<file path="config.mk">
export PLATFORM = sky130hd
export DESIGN_NAME = cadr_ucode_top
export DESIGN_NICKNAME = d
export VERILOG_FILES = /design/src/design/cadr_ucode_pkg.sv /design/src/design/cadr_source_decode.sv /design/src/design/cadr_func_regs.sv /design/src/design/cadr_host_port.sv /design/src/design/cadr_ucode_top.sv
export VERILOG_INCLUDE_DIRS = /design/src /design/src/include
export SDC_FILE = /design/constraint.sdc
export NUM_CORES = 1
export LEC_CHECK = 0
export ABC_CLOCK_PERIOD_IN_PS = 6040
export BUFFER_PORTS_ARGS = -buffer_cell sky130_fd_sc_hd__clkbuf_2
export CORE_MARGIN = 1
export CORE_UTILIZATION = 63
export CTS_CLUSTER_DIAMETER = 100
export CTS_CLUSTER_SIZE = 8
export DETAILED_ROUTE_END_ITERATION = 10
export PLACE_DENSITY = 0.8
export SYNTH_ARGS = -nofsm -noshare
export SYNTH_HDL_FRONTEND = slang
export SYNTH_SLANG_ARGS = --single-unit
</file>
<file path="constraint.sdc">
create_clock -name clk -period 6.04 [get_ports clk]
set_input_delay 0.302 -clock clk [delete_from_list [all_inputs] [get_ports clk]]
set_output_delay 0.302 -clock clk [all_outputs]
set_load 0.01 [all_outputs]
</file>
<file path="src/include/cadr_ucode_cfg.svh">
`ifndef CADR_UCODE_CFG_SVH
`define CADR_UCODE_CFG_SVH

// Data path and microinstruction widths.
`define CADR_WORD_W     32
`define CADR_IR_W       49

// Stack depths.
`define CADR_PDL_DEPTH  16
`define CADR_SPC_DEPTH  8

// Host register map, word addresses.
`define CADR_ADDR_IR_LO   3'd0
`define CADR_ADDR_IR_HI   3'd1
`define CADR_ADDR_OB      3'd2
`define CADR_ADDR_CTRL    3'd3
`define CADR_ADDR_RESULT  3'd4
`define CADR_ADDR_STATUS  3'd5

`endif

</file>
<file path="src/design/cadr_ucode_pkg.sv">
`include "cadr_ucode_cfg.svh"

package cadr_ucode_pkg;

   typedef logic [`CADR_WORD_W-1:0]            word_t;
   typedef logic [`CADR_IR_W-1:0]              ir_t;
   typedef logic [$clog2(`CADR_PDL_DEPTH)-1:0] pdl_ptr_t;
   typedef logic [$clog2(`CADR_SPC_DEPTH)-1:0] spc_ptr_t;

   // Instruction class, funct and special-ALU flags. Also the STATUS layout.
   typedef struct packed {
      logic       op_byte;
      logic       op_disp;
      logic       op_jump;
      logic       op_alu;
      logic [3:0] funct;
      logic       div;
      logic       mul;
   } op_class_t;

   typedef struct packed {
      logic q;
      logic opc;
      logic pdltop;
      logic pdlpop;
      logic pdlidx;
      logic pdlptr;
      logic spc;
      logic dc;
      logic spcpop;
      logic lc;
      logic md;
      logic map;
      logic vma;
   } src_sel_t;

   typedef struct packed {
      logic lc;
      logic intctl;
      logic imod0;
      logic imod1;
      logic spc;
      logic pdlp;
      logic pdlx;
      logic pdl_x;
      logic pdl_p;
      logic pdltop;
      logic vma;
      logic mdr;
      logic qload;
   } dest_sel_t;

   typedef enum logic {
      step_idle,
      step_exec
   } step_state_e;

   typedef struct packed {
      logic     cyc;
      logic     stb;
      logic     we;
      logic [2:0] adr;
      word_t    dat;
   } wb_req_t;

   typedef struct packed {
      logic  ack;
      word_t dat;
   } wb_rsp_t;

endpackage

</file>
<file path="src/design/cadr_source_decode.sv">
`timescale 1ns/1ps

module cadr_source_decode (
   input  cadr_ucode_pkg::ir_t       ir,
   input  logic                      nop,
   output cadr_ucode_pkg::op_class_t op_class,
   output cadr_ucode_pkg::src_sel_t  src_sel,
   output cadr_ucode_pkg::dest_sel_t dest_sel
);

   import cadr_ucode_pkg::*;

   logic       dest_func;   // Functional destination field valid.
   logic [2:0] src_code;
   logic [2:0] dest_code;

   assign src_code  = ir[28:26];
   assign dest_code = ir[21:19];

   // --------------------------------------------------
   // Class, funct and special ALU
   // --------------------------------------------------
   always_comb begin
      op_class = '0;
      if (!nop) begin
         case (ir[44:43])
            2'b00:   op_class.op_byte = 1'b1;
            2'b01:   op_class.op_disp = 1'b1;
            2'b10:   op_class.op_jump = 1'b1;
            default: op_class.op_alu  = 1'b1;
         endcase
         op_class.funct = 4'b0001 << ir[11:10];
      end
      if (ir[8] && op_class.op_alu) begin
         if (ir[4:3] == 2'b00)
            op_class.mul = 1'b1;
         else
            op_class.div = 1'b1;
      end
   end

   // --------------------------------------------------
   // Functional sources
   // --------------------------------------------------
   always_comb begin
      src_sel = '0;
      if (ir[31]) begin
         if (!ir[29]) begin
            case (src_code)
               3'd0:    src_sel.q      = 1'b1;
               3'd1:    src_sel.opc    = 1'b1;
               3'd2:    src_sel.pdltop = 1'b1;
               3'd3:    src_sel.pdlpop = 1'b1;
               3'd4:    src_sel.pdlidx = 1'b1;
               3'd5:    src_sel.pdlptr = 1'b1;
               3'd6:    src_sel.spc    = 1'b1;
               default: src_sel.dc     = 1'b1;
            endcase
         end else begin
            case (src_code)
               3'd0:    src_sel.spcpop = 1'b1;
               3'd1:    src_sel.lc     = 1'b1;
               3'd2:    src_sel.md     = 1'b1;
               3'd3:    src_sel.map    = 1'b1;
               3'd4:    src_sel.vma    = 1'b1;
               default: src_sel = '0;   // Unused codes.
            endcase
         end
      end
   end

   // --------------------------------------------------
   // Functional destinations
   // --------------------------------------------------
   assign dest_func = (op_class.op_byte | op_class.op_alu) & ~ir[25];

   always_comb begin
      dest_sel = '0;
      if (dest_func) begin
         if (ir[23]) begin
            dest_sel.vma = ~ir[22];
            dest_sel.mdr = ir[22];
         end else if (!ir[22]) begin
            case (dest_code)
               3'd1:    dest_sel.lc     = 1'b1;
               3'd2:    dest_sel.intctl = 1'b1;
               default: dest_sel.lc     = 1'b0;
            endcase
         end else begin
            case (dest_code)
               3'd0:    dest_sel.pdltop = 1'b1;
               3'd1:    dest_sel.pdl_p  = 1'b1;
               3'd2:    dest_sel.pdl_x  = 1'b1;
               3'd3:    dest_sel.pdlx   = 1'b1;
               3'd4:    dest_sel.pdlp   = 1'b1;
               3'd5:    dest_sel.spc    = 1'b1;
               3'd6:    dest_sel.imod0  = 1'b1;
               default: dest_sel.imod1  = 1'b1;
            endcase
         end
      end
      // Q-control 11 on an ALU instruction.
      dest_sel.qload = op_class.op_alu & (ir[1:0] == 2'b11);
   end

endmodule

</file>
<file path="src/design/cadr_func_regs.sv">
`timescale 1ns/1ps
`include "cadr_ucode_cfg.svh"

module cadr_func_regs (
   input  logic                      clk,
   input  logic                      rst_n,
   input  logic                      step,
   input  cadr_ucode_pkg::word_t     ob,
   input  cadr_ucode_pkg::src_sel_t  src_sel,
   input  cadr_ucode_pkg::dest_sel_t dest_sel,
   output cadr_ucode_pkg::word_t     result,
   output logic                      done
);

   import cadr_ucode_pkg::*;

   step_state_e state;
   logic        exec;

   word_t    q;
   word_t    lc;
   word_t    vma;
   word_t    md;
   word_t    intctl;
   pdl_ptr_t pdl_ptr;
   pdl_ptr_t pdl_idx;
   spc_ptr_t spc_ptr;
   word_t    pdl_mem [`CADR_PDL_DEPTH];
   word_t    spc_mem [`CADR_SPC_DEPTH];

   word_t    src_val;
   pdl_ptr_t pdl_ptr_rd;   // Pointer after a pop.
   pdl_ptr_t pdl_ptr_nx;
   pdl_ptr_t pdl_wa;
   logic     pdl_we;
   spc_ptr_t spc_ptr_rd;
   spc_ptr_t spc_ptr_nx;

   // --------------------------------------------------
   // Step sequencing
   // --------------------------------------------------
   always_ff @(posedge clk or negedge rst_n) begin
      if (!rst_n) begin
         state <= step_idle;
         done  <= 1'b0;
      end else begin
         done <= 1'b0;
         case (state)
            step_idle: begin
               if (step)
                  state <= step_exec;
            end
            default: begin
               state <= step_idle;
               done  <= 1'b1;
            end
         endcase
      end
   end

   assign exec = (state == step_exec);

   // Source read from the state before this step's writes.
   always_comb begin
      src_val = '0;
      if (src_sel.q)
         src_val = q;
      else if (src_sel.pdltop || src_sel.pdlpop)
         src_val = pdl_mem[pdl_ptr];
      else if (src_sel.pdlidx)
         src_val = word_t'(pdl_idx);
      else if (src_sel.pdlptr)
         src_val = word_t'(pdl_ptr);
      else if (src_sel.spc || src_sel.spcpop)
         src_val = spc_mem[spc_ptr];
      else if (src_sel.lc)
         src_val = lc;
      else if (src_sel.md)
         src_val = md;
      else if (src_sel.vma)
         src_val = vma;
   end

   // --------------------------------------------------
   // Stack pointer update
   // --------------------------------------------------
   always_comb begin
      pdl_ptr_rd = src_sel.pdlpop ? pdl_ptr - 1'b1 : pdl_ptr;
      pdl_ptr_nx = pdl_ptr_rd;
      pdl_wa     = pdl_ptr_rd;
      pdl_we     = 1'b0;
      if (dest_sel.pdlp) begin
         pdl_ptr_nx = pdl_ptr_t'(ob);
      end else if (dest_sel.pdl_p) begin
         pdl_ptr_nx = pdl_ptr_rd + 1'b1;
         pdl_wa     = pdl_ptr_rd + 1'b1;
         pdl_we     = 1'b1;
      end else if (dest_sel.pdltop) begin
         pdl_we = 1'b1;
      end else if (dest_sel.pdl_x) begin
         pdl_wa = pdl_idx;
         pdl_we = 1'b1;
      end
      spc_ptr_rd = src_sel.spcpop ? spc_ptr - 1'b1 : spc_ptr;
      spc_ptr_nx = dest_sel.spc ? spc_ptr_rd + 1'b1 : spc_ptr_rd;
   end

   always_ff @(posedge clk or negedge rst_n) begin
      if (!rst_n) begin
         result  <= '0;
         q       <= '0;
         lc      <= '0;
         vma     <= '0;
         md      <= '0;
         intctl  <= '0;
         pdl_ptr <= '0;
         pdl_idx <= '0;
         spc_ptr <= '0;
      end else if (exec) begin
         result  <= src_val;
         pdl_ptr <= pdl_ptr_nx;
         spc_ptr <= spc_ptr_nx;
         if (dest_sel.qload) q <= ob;
         if (dest_sel.lc) lc <= ob;
         if (dest_sel.intctl) intctl <= ob;
         if (dest_sel.vma) vma <= ob;
         if (dest_sel.mdr) md <= ob;
         if (dest_sel.pdlx) pdl_idx <= pdl_ptr_t'(ob);
      end
   end

   // Stack storage.
   always_ff @(posedge clk) begin
      if (exec && pdl_we)
         pdl_mem[pdl_wa] <= ob;
      if (exec && dest_sel.spc)
         spc_mem[spc_ptr_nx] <= ob;   // Push lands above the old top.
   end

endmodule

</file>
<file path="src/design/cadr_host_port.sv">
`timescale 1ns/1ps
`include "cadr_ucode_cfg.svh"

module cadr_host_port (
   input  logic                      clk,
   input  logic                      rst_n,
   input  cadr_ucode_pkg::wb_req_t   wb_req,
   output cadr_ucode_pkg::wb_rsp_t   wb_rsp,
   output cadr_ucode_pkg::ir_t       ir,
   output cadr_ucode_pkg::word_t     ob,
   output logic                      nop,
   output logic                      step,
   input  cadr_ucode_pkg::op_class_t op_class,
   input  cadr_ucode_pkg::word_t     result,
   input  logic                      done
);

   import cadr_ucode_pkg::*;

   logic      ack;
   logic      bus_wr;
   logic      start;
   logic      busy;
   op_class_t status_class;
   word_t     rd_data;

   // --------------------------------------------------
   // Wishbone handshake
   // --------------------------------------------------
   // One-cycle ack, then one idle cycle before the next.
   always_ff @(posedge clk or negedge rst_n) begin
      if (!rst_n)
         ack <= 1'b0;
      else
         ack <= wb_req.cyc & wb_req.stb & ~ack;
   end

   assign bus_wr = ack & wb_req.cyc & wb_req.stb & wb_req.we;
   assign start  = bus_wr & (wb_req.adr == `CADR_ADDR_CTRL) & wb_req.dat[0] & ~busy;

   // Host-visible registers.
   always_ff @(posedge clk or negedge rst_n) begin
      if (!rst_n) begin
         ir  <= '0;
         ob  <= '0;
         nop <= 1'b0;
      end else if (bus_wr) begin
         case (wb_req.adr)
            `CADR_ADDR_IR_LO: ir[`CADR_WORD_W-1:0] <= wb_req.dat;
            `CADR_ADDR_IR_HI: begin
               ir[`CADR_IR_W-1:`CADR_WORD_W] <= wb_req.dat[`CADR_IR_W-`CADR_WORD_W-1:0];
            end
            `CADR_ADDR_OB:    ob <= wb_req.dat;
            `CADR_ADDR_CTRL: begin
               if (start)
                  nop <= wb_req.dat[1];   // Latched per step.
            end
            default: ;
         endcase
      end
   end

   // --------------------------------------------------
   // Step control and status
   // --------------------------------------------------
   always_ff @(posedge clk or negedge rst_n) begin
      if (!rst_n) begin
         step         <= 1'b0;
         busy         <= 1'b0;
         status_class <= '0;
      end else begin
         step <= start;
         if (start)
            busy <= 1'b1;
         else if (done)
            busy <= 1'b0;
         if (done)
            status_class <= op_class;
      end
   end

   // Readback mux, valid with ack.
   always_comb begin
      case (wb_req.adr)
         `CADR_ADDR_IR_LO:  rd_data = ir[`CADR_WORD_W-1:0];
         `CADR_ADDR_IR_HI:  rd_data = word_t'(ir[`CADR_IR_W-1:`CADR_WORD_W]);
         `CADR_ADDR_OB:     rd_data = ob;
         `CADR_ADDR_RESULT: rd_data = result;
         `CADR_ADDR_STATUS: begin
            rd_data = {busy, {(`CADR_WORD_W-1-$bits(op_class_t)){1'b0}}, status_class};
         end
         default:           rd_data = '0;   // CTRL is write only.
      endcase
   end

   assign wb_rsp.ack = ack;
   assign wb_rsp.dat = rd_data;

endmodule

</file>
<file path="src/design/cadr_ucode_top.sv">
`timescale 1ns/1ps

module cadr_ucode_top (
   input  logic                    clk,
   input  logic                    rst_n,
   input  cadr_ucode_pkg::wb_req_t wb_req,
   output cadr_ucode_pkg::wb_rsp_t wb_rsp
);

   import cadr_ucode_pkg::*;

   ir_t       ir;
   word_t     ob;
   word_t     result;
   logic      nop;
   logic      step;
   logic      done;
   op_class_t op_class;
   src_sel_t  src_sel;
   dest_sel_t dest_sel;

   cadr_host_port host_port_i (
      .clk      (clk),
      .rst_n    (rst_n),
      .wb_req   (wb_req),
      .wb_rsp   (wb_rsp),
      .ir       (ir),
      .ob       (ob),
      .nop      (nop),
      .step     (step),
      .op_class (op_class),
      .result   (result),
      .done     (done)
   );

   cadr_source_decode decode_i (
      .ir       (ir),
      .nop      (nop),
      .op_class (op_class),
      .src_sel  (src_sel),
      .dest_sel (dest_sel)
   );

   cadr_func_regs func_regs_i (
      .clk      (clk),
      .rst_n    (rst_n),
      .step     (step),
      .ob       (ob),
      .src_sel  (src_sel),
      .dest_sel (dest_sel),
      .result   (result),
      .done     (done)
   );

endmodule

</file>
==> key figures <==
Global route
  – Global-route wire length before repair: 163 mm
  – Gr ovfl total: 0
  – Largest net degree at the start of global routing: around 140
  – GRT Total Usage: roughly a third
  – Initial antenna violation count: 4
  – Vias in the first global route: about 25k

Worst hold path
  – Hold Path Class: primary input to flip-flop
  – WHS Path Cells: 5

STA
  – Hold Fails Final Rpt: 0
  – Final setup fails: 0
  – Final period utilization: between 60% and 70%
  – Setup TNS: 0 ps
  – Post-layout min period: 4160 ps
  – Slew Viols, Final: 0
  – Setup WS post-layout: roughly 1900 ps
  – Clock Skew: roughly 22 ps
  – Worst hold slack: 72.6 ps
  – Worst-Margin Slew: 1320 ps
  – RSZ-0062 raised after global routing: false
  – Worst rel slew slack: 11.8%
  – Peak Freq: 240 MHz

Clock tree
  – Clock buffer depth: 3
  – Setup Buffers After CTS: 0
  – Hold_buf cts: 35
  – Post-CTS sizing: 0
  – Clock latency on the worst-skew pair: 740 ps
  – Root Driver: clkbuf_16
  – Clock tree from TritonCTS: yes
  – Num CTS Buffers: between 100 and 150
  – Sinks on Clock Net: a little over 1k
  – Clk slew on worst S/H paths: about 50 ps
  – H-tree Lvls: 4

Yosys
  – Mapped Nets: between 2k and 2.5k
  – Mapped Area: around 43000 µm²
  – Avg Cell Area, Syn: between 15 and 20 µm²
  – Sequential area share after synthesis: between 70% and 80%
  – Top post-synthesis cells by area: edfxtp_1 (54%), dfrtp_1 (16%), mux4_2 (11%)
  – Yosys warns: 0
  – Synth area leader: edfxtp_1
  – Distinct cells, synth: 67
  – Register bit count reported by yosys: 1036
  – Async SR Flop Fraction: between 20% and 30%
  – Cells after synthesis: 2434
  – Post-synth top area share: ~54%
  – Ys flop type: edfxtp_1
  – EDFF count, synth: around 770

Route
  – ANT nets after route: 0
  – Drt total wl: around 110 mm
  – First-pass detailed-route iteration total: 6
  – # DRC: 0
  – Vias per cell: between 6 and 7
  – Iter 0 DRT Violations: about 3.3k
  – Routed length per instance: just over 30 µm
  – Vias: between 20k and 25k

Floorplanning
  – Core box area: ~66000 µm²
  – I/O Pins: 73
  – Die Width: approximately 260 µm
  – Initial core utilization: 64.2%
  – Die ar.: roughly 69000 µm²
  – Die H: ~260 µm
  – FP Rows: 94

Finish
  – Finished Layout Cells: around 3.5k
  – Area growth, synth to finish: 14.0%
  – Nets: roughly 2.6k
  – Fraction of layout cells with a size suffix above 1: between 20 and 30%

Setup path
  – R2r worst-path depth: 6
  – Crit path DAT: between 4000 and 5000 ps
  – Max FO, Critical Path: 32
  – Worst EP required: about 6400 ps
  – Startpoint types: flip-flop
  – CP Capture Type: flip-flop
  – Setup CP Type: flip-flop to flip-flop

Pwr
  – Final Power: roughly 16000 µW
  – VDD IR-drop max: approximately 350 µV
  – Leakage: 0.0172 µW
  – Pwr Density: approximately 330 nW/µm²

Placement
  – Placed cell count: approximately 3.3k
  – Final Wtd Congestion: around 0.86
  – Pre-CTS setup slack: 2090 ps
  – # port buffers: 72
  – HPWL Detailed: around 61 mm

Run status
  – Status: complete, no violations

Flow run
  – Max Cap Viol: 0
## cell families (layout without fill, tap and decap cells)
family | after synthesis | in the layout | share of synthesized area (%)
muxes | 508 | 508 | 18.5
and+or+nand+nor | 330 | 330 | 4.07
AOI/OAI and AO/OA | 332 | 332 | 4.84
DFF | 1036 | 1036 | 70.0
adders and majority gates | 3 | 3 | 0.0883
buffers and inverters | 208 | 443 | 2.07
xor gates and xnor gates | 17 | 17 | 0.368
other | 0 | 1 | 0
## layout make-up
type / count / area (µm²)
clock buffers: 221 / 4000
well taps: 864 / 1080
flip-flops and latches: 1036 / 29800
clock inverters: 14 / 262
repair buffers: 157 / 1110
diodes: 1 / 2.50
multi-input cells: 1190 / 12000
fillers: 3730 / 17700
inverters: 51 / 191
## layer usage
layer / GRT usage, % / share of wire [%]
met1: 45.2 / 37
met2: 53.0 / 48
met3: 8.67 / 11
met4: 12.8 / 3.5
met5: 0 / 0.0091
## through the flow
step / utilization [%] / instance area (µm²)
6_report: 73.2 / 48500
5_1_grt: 73.2 / 48500
4_1_cts: 73.2 / 48500
3_5_place_dp: 66.2 / 43900
3_3_place_gp: 66.2 / 43900
2_1_floorplan: - / 42500
## registers in the layout (all words and copies together) (netlist names), 3 cells and up
signal,cells
func_regs_i.lc,32
func_regs_i.spc_mem,256
host_port_i.ir,49
func_regs_i.result,32
func_regs_i.spc_ptr,3
func_regs_i.md,32
host_port_i.ob,32
func_regs_i.pdl_idx,4
host_port_i.status_class,10
func_regs_i.pdl_mem,512
func_regs_i.pdl_ptr,4
func_regs_i.q,32
func_regs_i.vma,32
## worst paths after layout
path / endpoint / from / slack (ps)
max in group asynchronous: func_regs_i.spc_ptr[0] / rst_n / 4300
setup / recovery: func_regs_i.pdl_mem[1][16] / host_port_i.nop / 1880
hold reg to reg: host_port_i.ack / host_port_i.ack / 470
hold / removal: host_port_i.step / wb_req[35] / 70
setup reg to reg: func_regs_i.pdl_mem[1][16] / host_port_i.nop / 1880
min in group asynchronous: func_regs_i.vma[6] / rst_n / 320
## power by group
group          leakage [µW]  internal, µW  switching, µW  total [µW]
Combinational       0.00443           180            319         499
Clock               0.00204          4600           3040        7630
Sequential           0.0107          7760            174        7940
## synthesized netlist by cell type (6+ instances only)
master	instances
edfxtp_1	768
dfrtp_1	268
mux2_2	215
mux4_2	202
mux2i_1	91
a21oi_1	87
clkbuf_1	83
o21ai_0	81
nand2_1	79
nor2_1	74
nor2b_1	69
o22ai_1	56
inv_1	50
buf_2	42
a31oi_1	31
a211o_1	29
or3_1	29
buf_1	22
nand3_1	16
nor3_1	12
xnor2_1	11
and3_1	8
buf_4	7
nand2b_1	7
a211oi_1	6
nand3b_1	6
## critical path, cell delays in order (launching register included)
cell,delay [ps]
dfrtp_1,510
nor4b_1,870
nand3_1,310
a31oi_1,460
a211o_1,270
nand3_1,250
nor2_4,1070
## layout by cell type, fill, tap and decap left out, types with 7 or more instances in the layout
| cell type | Yosys | layout |
|---|---|---|
| nand2_1 | 79 | 78 |
| xnor2_1 | 11 | 11 |
| mux2i_1 | 91 | 91 |
| nor2_1 | 74 | 56 |
| clkbuf_1 | 83 | 72 |
| dfrtp_1 | 268 | 260 |
| mux2_2 | 215 | 215 |
| edfxtp_1 | 768 | 768 |
| nand2b_1 | 7 | 7 |
| dlygate4sd3_1 | 0 | 35 |
| buf_4 | 7 | 49 |
| nor2_4 | 0 | 18 |
| nand3_1 | 16 | 16 |
| clkbuf_2 | 0 | 71 |
| a21oi_1 | 87 | 87 |
| or3_1 | 29 | 29 |
| clkbuf_16 | 0 | 149 |
| nor2b_1 | 69 | 69 |
| a31oi_1 | 31 | 31 |
| o21ai_0 | 81 | 81 |
| a211o_1 | 29 | 29 |
| o22ai_1 | 56 | 56 |
| inv_1 | 50 | 49 |
| mux4_2 | 202 | 202 |
| and3_1 | 8 | 8 |
Power figures use the tool's default switching activity.
